**config.mk**
```make
export PLATFORM = sky130hd
export DESIGN_NAME = adc5g_ctrl_top
export DESIGN_NICKNAME = d
export VERILOG_FILES = /design/src/common/adc5g_wb_pkg.sv /design/src/common/adc5g_spi_pkg.sv /design/src/design/adc5g_wb_regs.sv /design/src/spi/adc5g_spi_master.sv /design/src/design/adc5g_reset_gen.sv /design/src/design/adc5g_ctrl_top.sv
export VERILOG_INCLUDE_DIRS = /design/src /design/src/common
export SDC_FILE = /design/constraint.sdc
export NUM_CORES = 1
export LEC_CHECK = 0
export BUFFER_PORTS_ARGS = -buffer_cell sky130_fd_sc_hd__buf_2
export CAP_MARGIN = 30
export CORE_MARGIN = 1.5
export CORE_UTILIZATION = 50
export CTS_BUF_LIST = sky130_fd_sc_hd__clkbuf_4 sky130_fd_sc_hd__clkbuf_8
export DETAILED_ROUTE_END_ITERATION = 6
export MAX_ROUTING_LAYER = met4
export PLACE_DENSITY = 0.77
export SYNTH_ARGS = -nofsm -noshare
export SYNTH_HDL_FRONTEND = slang
export SYNTH_SLANG_ARGS = --single-unit
```
**constraint.sdc**
```tcl
create_clock -name OPB_Clk -period 3.3 [get_ports OPB_Clk]
set_clock_uncertainty 0.05 [all_clocks]
set_input_delay 0.99 -clock OPB_Clk [delete_from_list [all_inputs] [get_ports OPB_Clk]]
set_output_delay 0.99 -clock OPB_Clk [all_outputs]
set_load 0.01 [all_outputs]
```
**src/common/adc5g_defs.svh**
```systemverilog
// timing and register constants; the bit period must stay a power of two for the 5-bit counter
`ifndef ADC5G_DEFS_SVH
`define ADC5G_DEFS_SVH

// OPB_Clk cycles per serial bit
`define ADC5G_BIT_PERIOD 32

// bit-counter value where the last bit of a transfer is done
`define ADC5G_MIDHIGH 5'd24

// ADC reset pulse length in OPB_Clk cycles
`define ADC5G_RST_LEN 8'd16

// sample point after reset, counted in OPB_Clk cycles into the bit
`define ADC5G_SAMPLE_INIT 5'd13

// word indices, taken from address bits 3:2
`define ADC5G_REG_CTRL   2'd0
`define ADC5G_REG_SPI    2'd1
`define ADC5G_REG_SAMPLE 2'd2
`define ADC5G_REG_DCM    2'd3

`endif

```
**src/common/adc5g_wb_pkg.sv**
```systemverilog
// bus-side types for a 32-bit Wishbone classic slave, little-endian byte selects
`default_nettype none

package adc5g_wb_pkg;

  typedef logic [31:0] wb_data_t;

  typedef logic [3:0] wb_sel_t;  // one bit per byte lane

  typedef logic [1:0] reg_idx_t;  // adr[3:2]

  // host request, sampled by the slave every cycle
  typedef struct packed {
    logic        cyc;
    logic        stb;
    logic        we;
    logic [31:0] adr;
    wb_data_t    dat;
    wb_sel_t     sel;
  } wb_req_t;

endpackage

`default_nettype wire

```
**src/common/adc5g_spi_pkg.sv**
```systemverilog
// serial-side types for the ADC 3-wire port; one bit period spans the full counter range
`default_nettype none

`include "adc5g_defs.svh"

package adc5g_spi_pkg;

  typedef logic [7:0] spi_addr_t;  // bit 7 set means write

  typedef logic [15:0] spi_data_t;

  typedef logic [$clog2(`ADC5G_BIT_PERIOD)-1:0] bit_time_t;

  // shifted out MSB first, address ahead of data
  typedef struct packed {
    spi_addr_t addr;
    spi_data_t data;
  } spi_cmd_t;

  typedef struct packed {
    logic sclk;
    logic sdata;
    logic modepin;  // low while the ADC port is selected
  } spi_pins_t;

  typedef enum logic [2:0] {
    st_idle,
    st_clk_wait,
    st_addr,
    st_write,
    st_read_wait,
    st_read,
    st_almost_done,
    st_finish
  } spi_state_t;

endpackage

`default_nettype wire

```
**src/design/adc5g_wb_regs.sv**
```systemverilog
// four-word map at base 0, adr bits above 3:2 ignored; SPI word accesses stall while the engine is busy
`timescale 1ns/1ns
`default_nettype none

`include "adc5g_defs.svh"

module adc5g_wb_regs (
  input  wire logic                     OPB_Clk,
  input  wire logic                     rst_n,
  input  wire adc5g_wb_pkg::wb_req_t    wb_req,
  input  wire logic                     spi_idle,
  input  wire adc5g_spi_pkg::spi_data_t spi_rdata,
  input  wire logic                     adc_reset,
  input  wire logic                     dcm_locked,
  input  wire logic [15:0]              unlocked_cnt,
  output adc5g_wb_pkg::wb_data_t        wb_dat_o,
  output logic                          wb_ack,
  output adc5g_spi_pkg::spi_cmd_t       spi_cmd,
  output logic                          spi_start,
  output adc5g_spi_pkg::bit_time_t      sample_time,
  output logic                          rst_req
);
  import adc5g_wb_pkg::*;

  reg_idx_t idx;
  logic     req;
  logic     spi_busy_hit;
  logic     accept;
  wb_data_t rd_word;
  wb_data_t rd_q;

  assign idx          = wb_req.adr[3:2];
  assign req          = wb_req.cyc && wb_req.stb && !wb_ack;  // no retrigger in the ack cycle
  assign spi_busy_hit = (idx == `ADC5G_REG_SPI) && !spi_idle;
  assign accept       = req && !spi_busy_hit;

  // readback word for the addressed register
  always_comb begin
    rd_word = '0;
    case (idx)
      `ADC5G_REG_CTRL: begin
        rd_word[0] = adc_reset;
      end
      `ADC5G_REG_SPI: begin
        rd_word = {spi_rdata, spi_cmd.addr, 7'b0, spi_idle};
      end
      `ADC5G_REG_SAMPLE: begin
        rd_word[4:0] = sample_time;
      end
      `ADC5G_REG_DCM: begin
        rd_word = {15'b0, dcm_locked, unlocked_cnt};
      end
      default: begin
        rd_word = '0;
      end
    endcase
  end

  always_ff @(posedge OPB_Clk) begin
    if (!rst_n) begin
      wb_ack      <= 1'b0;
      spi_start   <= 1'b0;
      rst_req     <= 1'b0;
      spi_cmd     <= '0;
      sample_time <= `ADC5G_SAMPLE_INIT;
    end else begin
      wb_ack    <= accept;
      spi_start <= 1'b0;  // pulses
      rst_req   <= 1'b0;
      if (accept && wb_req.we) begin
        case (idx)
          `ADC5G_REG_CTRL: begin
            rst_req <= wb_req.sel[0] && wb_req.dat[0];
          end
          `ADC5G_REG_SPI: begin
            if (wb_req.sel[3]) begin
              spi_cmd.data[15:8] <= wb_req.dat[31:24];
            end
            if (wb_req.sel[2]) begin
              spi_cmd.data[7:0] <= wb_req.dat[23:16];
            end
            if (wb_req.sel[1]) begin
              spi_cmd.addr <= wb_req.dat[15:8];
            end
            spi_start <= wb_req.sel[0] && wb_req.dat[0];  // engine loads the new cmd
          end
          `ADC5G_REG_SAMPLE: begin
            if (wb_req.sel[0]) begin
              sample_time <= wb_req.dat[4:0];
            end
          end
          default: begin
            // DCM word is read only, write just gets acked
          end
        endcase
      end
    end
  end

  // captured with the request, shown during ack only
  always_ff @(posedge OPB_Clk) begin
    if (accept) begin
      rd_q <= rd_word;
    end
  end

  assign wb_dat_o = wb_ack ? rd_q : '0;

endmodule

`default_nettype wire

```
**src/spi/adc5g_spi_master.sv**
```systemverilog
// one transfer at a time; writes are 24 bits, reads are 8 address bits then 16 sampled data bits
`timescale 1ns/1ns
`default_nettype none

`include "adc5g_defs.svh"

module adc5g_spi_master (
  input  wire logic                     OPB_Clk,
  input  wire logic                     rst_n,
  input  wire adc5g_spi_pkg::spi_cmd_t  cmd,
  input  wire logic                     start,
  input  wire adc5g_spi_pkg::bit_time_t sample_time,
  input  wire logic                     sdo,
  output adc5g_spi_pkg::spi_pins_t      pins,
  output logic                          idle,
  output adc5g_spi_pkg::spi_data_t      rdata
);
  import adc5g_spi_pkg::*;

  localparam logic [4:0] addr_last  = 5'd7;   // last address bit
  localparam logic [4:0] write_last = 5'd23;  // last bit of a write
  localparam logic [4:0] read_end   = 5'd24;  // all 16 read bits in

  spi_state_t                  state;
  bit_time_t                   bit_cnt;
  logic [4:0]                  bit_idx;
  logic                        writing;
  logic [$bits(spi_cmd_t)-1:0] tx_shift;
  spi_data_t                   rx_shift;
  logic                        at_fall;
  logic                        at_midhigh;
  logic                        at_sample;
  logic                        take_bit;

  // bit clock, free running while a transfer is active
  always_ff @(posedge OPB_Clk) begin
    if (!rst_n || state == st_idle) begin
      bit_cnt <= '0;
    end else begin
      bit_cnt <= bit_cnt + 1'b1;
    end
  end

  assign at_fall    = bit_cnt == '0;  // sclk falls on wrap
  assign at_midhigh = bit_cnt == `ADC5G_MIDHIGH;
  assign at_sample  = bit_cnt == sample_time;
  assign take_bit   = (state == st_read) && at_sample && (bit_idx != read_end);

  always_ff @(posedge OPB_Clk) begin
    if (!rst_n) begin
      state   <= st_idle;
      writing <= 1'b0;
      bit_idx <= '0;
      rdata   <= '0;
    end else begin
      case (state)
        st_idle: begin
          if (start) begin
            state   <= st_clk_wait;
            writing <= cmd.addr[7];
          end
        end
        st_clk_wait: begin
          if (at_fall) begin
            state   <= st_addr;
            bit_idx <= '0;
          end
        end
        st_addr: begin
          if (at_fall) begin
            bit_idx <= bit_idx + 1'b1;
            if (bit_idx == addr_last) begin
              state <= writing ? st_write : st_read_wait;
            end
          end
        end
        st_write: begin
          if (at_fall) begin
            bit_idx <= bit_idx + 1'b1;
          end
          if (at_midhigh && bit_idx == write_last) begin
            state <= st_almost_done;
          end
        end
        st_read_wait: begin
          if (at_fall) begin
            state <= st_read;  // ADC turns the data line around
          end
        end
        st_read: begin
          if (take_bit) begin
            bit_idx <= bit_idx + 1'b1;
          end
          if (at_midhigh && bit_idx == read_end) begin
            state <= st_almost_done;
          end
        end
        st_almost_done: begin
          if (at_sample) begin
            state <= st_finish;
          end
        end
        st_finish: begin
          if (at_fall) begin
            state <= st_idle;
            if (!writing) begin
              rdata <= rx_shift;
            end
          end
        end
        default: begin
          state <= st_idle;
        end
      endcase
    end
  end

  always_ff @(posedge OPB_Clk) begin
    if (state == st_idle && start) begin
      tx_shift <= cmd;
      rx_shift <= '0;
    end else begin
      if (at_fall && (state == st_addr || state == st_write)) begin
        tx_shift <= tx_shift << 1;
      end
      if (take_bit) begin
        rx_shift <= {rx_shift[14:0], sdo};  // MSB first
      end
    end
  end

  always_comb begin
    pins.sclk    = bit_cnt[4] && (state != st_read_wait) && (state != st_finish);
    pins.sdata   = tx_shift[$bits(spi_cmd_t)-1];
    pins.modepin = !(state == st_addr || state == st_write ||
                     state == st_read_wait || state == st_read);
  end

  assign idle = state == st_idle;

endmodule

`default_nettype wire

```
**src/design/adc5g_reset_gen.sv**
```systemverilog
// reset pulse restarts on every request, even mid-pulse; the unlocked count wraps at 16 bits
`timescale 1ns/1ns
`default_nettype none

`include "adc5g_defs.svh"

module adc5g_reset_gen (
  input  wire logic  OPB_Clk,
  input  wire logic  rst_n,
  input  wire logic  rst_req,
  input  wire logic  dcm_locked,
  output logic       adc_reset,
  output logic [15:0] unlocked_cnt
);

  logic [7:0] rst_cnt;

  // pulse length counter, loaded during system reset too
  always_ff @(posedge OPB_Clk) begin
    if (!rst_n) begin
      rst_cnt <= `ADC5G_RST_LEN;
    end else if (rst_req) begin
      rst_cnt <= `ADC5G_RST_LEN;
    end else if (rst_cnt != '0) begin
      rst_cnt <= rst_cnt - 1'b1;
    end
  end

  assign adc_reset = rst_cnt != '0;

  always_ff @(posedge OPB_Clk) begin
    if (!rst_n) begin
      unlocked_cnt <= '0;
    end else if (!dcm_locked) begin
      unlocked_cnt <= unlocked_cnt + 1'b1;
    end
  end

endmodule

`default_nettype wire

```
**src/design/adc5g_ctrl_top.sv**
```systemverilog
// single ADC channel; all logic runs on OPB_Clk and the ADC pins come straight from registers and state
`timescale 1ns/1ns
`default_nettype none

module adc5g_ctrl_top (
  input  wire logic                  OPB_Clk,
  input  wire logic                  rst_n,
  input  wire adc5g_wb_pkg::wb_req_t wb_req,
  input  wire logic                  adc_sdo,
  input  wire logic                  dcm_locked,
  output adc5g_wb_pkg::wb_data_t     wb_dat_o,
  output logic                       wb_ack,
  output adc5g_spi_pkg::spi_pins_t   adc_pins,
  output logic                       adc_reset
);
  import adc5g_spi_pkg::*;

  spi_cmd_t    spi_cmd;
  logic        spi_start;
  bit_time_t   sample_time;
  logic        spi_idle;
  spi_data_t   spi_rdata;
  logic        rst_req;
  logic [15:0] unlocked_cnt;

  adc5g_wb_regs adc5g_wb_regs_inst (
    .OPB_Clk      (OPB_Clk),
    .rst_n        (rst_n),
    .wb_req       (wb_req),
    .spi_idle     (spi_idle),
    .spi_rdata    (spi_rdata),
    .adc_reset    (adc_reset),
    .dcm_locked   (dcm_locked),
    .unlocked_cnt (unlocked_cnt),
    .wb_dat_o     (wb_dat_o),
    .wb_ack       (wb_ack),
    .spi_cmd      (spi_cmd),
    .spi_start    (spi_start),
    .sample_time  (sample_time),
    .rst_req      (rst_req)
  );

  adc5g_spi_master adc5g_spi_master_inst (
    .OPB_Clk     (OPB_Clk),
    .rst_n       (rst_n),
    .cmd         (spi_cmd),
    .start       (spi_start),
    .sample_time (sample_time),
    .sdo         (adc_sdo),
    .pins        (adc_pins),
    .idle        (spi_idle),
    .rdata       (spi_rdata)
  );

  adc5g_reset_gen adc5g_reset_gen_inst (
    .OPB_Clk      (OPB_Clk),
    .rst_n        (rst_n),
    .rst_req      (rst_req),
    .dcm_locked   (dcm_locked),
    .adc_reset    (adc_reset),
    .unlocked_cnt (unlocked_cnt)
  );

endmodule

`default_nettype wire

```
==> reports/metrics.yaml <==
combPwrFrac: 0.103
synth_compound_area_frac: 0.0768
cts_sinks: 158
pwr-share-seq: 0.521
flow.area_growth_from_synthesis_pct: 13.6
avgSynthCellArea_sq_um: 9.83
yosysWarnings: 0
path_delay_family: "simple AND/OR/NAND/NOR gates"
stdcell_count: 965
top_layer: "met4"
numCtsBuffers: 17
drt-initial-drc-count: 302
ys_ff_latch: 158
cts_max_level: 4
rr_startpoint: "adc5g_spi_master_inst.bit_cnt[0]$_SDFF_PP0_"
fp.dieH_um: 121
status: "complete, no violations"
antenna_cells: 0
cp_cell_sequence: "inv_1 -> ha_1 -> nand3_1 -> or3_1 -> buf_2"
dpl.hpwl_mm: 9.45
setup_tns_ns: 0
maxSlewViolCount: 0
hold_path.startpoint: "adc5g_wb_regs_inst.rst_req$_SDFF_PN0_"
synth_cells: 706
muxShareOfSynthArea: 0.0538
rows: 42
initial_core_util: 0.518
die_width_um: 121
swShare: 0.244
ys_seq_area_frac: 0.537
grt_overflow_total: 0
yosys.area.top_type: "dfxtp_1"
max_freq_mhz: 347
routed_via_density: 5.14
clk_pin_slew_ns: 0.08
synth-simple-area-share: 0.252
crit_fanout: 7
root_buffer: "clkbuf_8"
clk_latency_ns: 0.45
synth_cell_type_count: 54
grt_util_all_layers: 0.199
synth-edff-count: 56
ys_dominant_reg_cell: "dfxtp_1"
synth_xor_area_frac: 0.0379
cp.arrival_ns: 1.84
synth.area.top_cells: "dfxtp_1 (29%), edfxtp_1 (24%), nand2_1 (9.6%)"
r2r_slack_ns: 0.91
postRouteAntennaNets: 0
crit_buf_inv: 2
io_pins: 112
postPlaceCellArea_sq_um: 7440
avgRoutedWirePerCell_um: 13.7
wl_met2_mm: 6.30
setup_viol: 0
synth-adder-area-share: 0.0108
internal_power_uw: 3140
worst_slack_ns: 0.422
num_vias: 4962
grt_pass1_vias: 4693
max_cap_viol_count: 0
final_nets: 857
pre_cts_ws_ns: 0.468
drt-pass1-iter-count: 5
p_leak_uw: 0.00322
crit_path_start_kind: "flop"
fin_total_pwr_uw: 4150
synth_most_common_cell: "nand2_1"
dieArea_sq_um: 14600
antenna_found_initial: 0
hold_buffers: 0
critPathCaptureType: "output pin"
cp-startpoint: "adc5g_reset_gen_inst.rst_cnt[0]$_SDFFE_PP0P_"
synth_top_cell_area_share: 0.294
ctsResizeCount: 0
cts_buffer_depth: 2
cts_tree: "yes"
worst_pin_slew_ns: 0.846
power_frac_clock: 0.376
grt_pass1_wl_mm: 22.4
p_per_area_nw_per_um2: 527
hold_class: "flop to flop"
fill_cells: 1138
synth_area_sq_um: 6940
syn-num-nets: 787
core_sq_um: 13400
grt_max_degree: 35
ys_async_sr_fraction: 0
max_slew_margin: 0.435
dp_cells: 933
drc: 0
ir_worst_vdd_mv: 0.258
post-cts-setup-buffer-count: 0
power.switching_uw: 1010
io_buffers: 78
dr_wl_met3_um: 716
setup.worst_path.class: "flop to output pin"
max_stage_delay_ns: 0.46
rsz0062_at_grt: "no"
period_needed_ns: 2.88
fin_crit_sh: 0.872
crit_path_top_delay_cell: "or3_1"
synth_common_cells: "nand2_1 (177), dfxtp_1 (102), and2_1 (65)"
met1Wirelength_mm: 6.02
place.gp.congestion: 0.843
drive_gt1_frac: 0.171
finalHoldViolations: 0
synth_top_family_by_area: "simple AND/OR/NAND/NOR gates"
required_ns: 2.26
design_area_sq_um: 7880
drt_wl_total_mm: 13.2
## logic make-up after synthesis
logic type	count (synthesis)
multiplexers	36
buffers and inverters	46
AND/OR/NAND/NOR	361
XOR/XNOR	30
AO/OA/AOI/OAI	69
adder cells (fa/ha/maj)	6
flip-flops	158
## metal layers
layer,up-vias,track usage
li1,2492,-
met1,2333,0.253
met2,121,0.319
met3,16,0.0462
met4,0,0.0618
met5,-,-
## flip-flops by register name, summed over array words and instances (netlist names), 3 cells and up
signal                             cells
adc5g_spi_master_inst.rdata           16
adc5g_spi_master_inst.tx_shift        24
adc5g_spi_master_inst.rx_shift        16
adc5g_wb_regs_inst.rd_q               32
adc5g_spi_master_inst.bit_cnt          5
adc5g_spi_master_inst.bit_idx          5
adc5g_wb_regs_inst.spi_cmd            24
adc5g_reset_gen_inst.unlocked_cnt     16
adc5g_reset_gen_inst.rst_cnt           8
adc5g_spi_master_inst.state            3
adc5g_wb_regs_inst.sample_time         5
## worst paths after layout
path                                                       end  depth (start not counted)
hold reg to reg   adc5g_reset_gen_inst.rst_cnt[4]$_SDFFE_PP1P_                          2
setup reg to reg   adc5g_spi_master_inst.rdata[3]$_SDFFE_PN0P_                          7
hold / removal    adc5g_reset_gen_inst.rst_cnt[4]$_SDFFE_PP1P_                          2
setup / recovery                                     adc_reset                          5
## worst min-delay path, delay by kind of cell (launching register included)
family,cells,cell delay (ns)
flops,1,0.33
simple gates,2,0.09
## layout by cell type, fill, tap and decap left out, types with 9 or more instances in the layout
| cell | instances |
|---|---|
| and2_1 | 65 |
| xor2_1 | 9 |
| nor2_1 | 37 |
| buf_4 | 10 |
| inv_1 | 9 |
| xnor2_1 | 21 |
| nor2b_1 | 19 |
| edfxtp_1 | 56 |
| dfxtp_1 | 102 |
| a21boi_0 | 43 |
| nand2_1 | 177 |
| clkbuf_8 | 17 |
| nand3_1 | 15 |
| mux2i_1 | 35 |
| buf_2 | 78 |
## through the flow
step / utilization / hold slack, ns
global placement: 0.555 / 0.394
global route: 0.588 / 0.425
detailed placement: 0.555 / 0.389
CTS: 0.588 / 0.408
finish: 0.588 / 0.406
floorplan: - / 0.363
## area by class of cell
cell class                 count  area [sq um]  share of cell area
clock buffer                  20           256              0.0326
clock inverter                12           183              0.0232
inverter                       9          33.8             0.00429
multi-input combinational    502          3000               0.380
sequential                   158          3720               0.473
tap                          176           220              0.0280
timing repair buffer          88           465              0.0591
## power groups by stage
stage / clock network [uW] / registers (uW) / logic (uW)
after global placement: 0 / 2200 / 407
after floorplan: 0 / 2180 / 342
final: 1560 / 2160 / 428
after detailed placement: 0 / 2210 / 423
after CTS: 1590 / 2160 / 427
after global routing: 1670 / 2180 / 480
(Power assumes the default switching activity.)
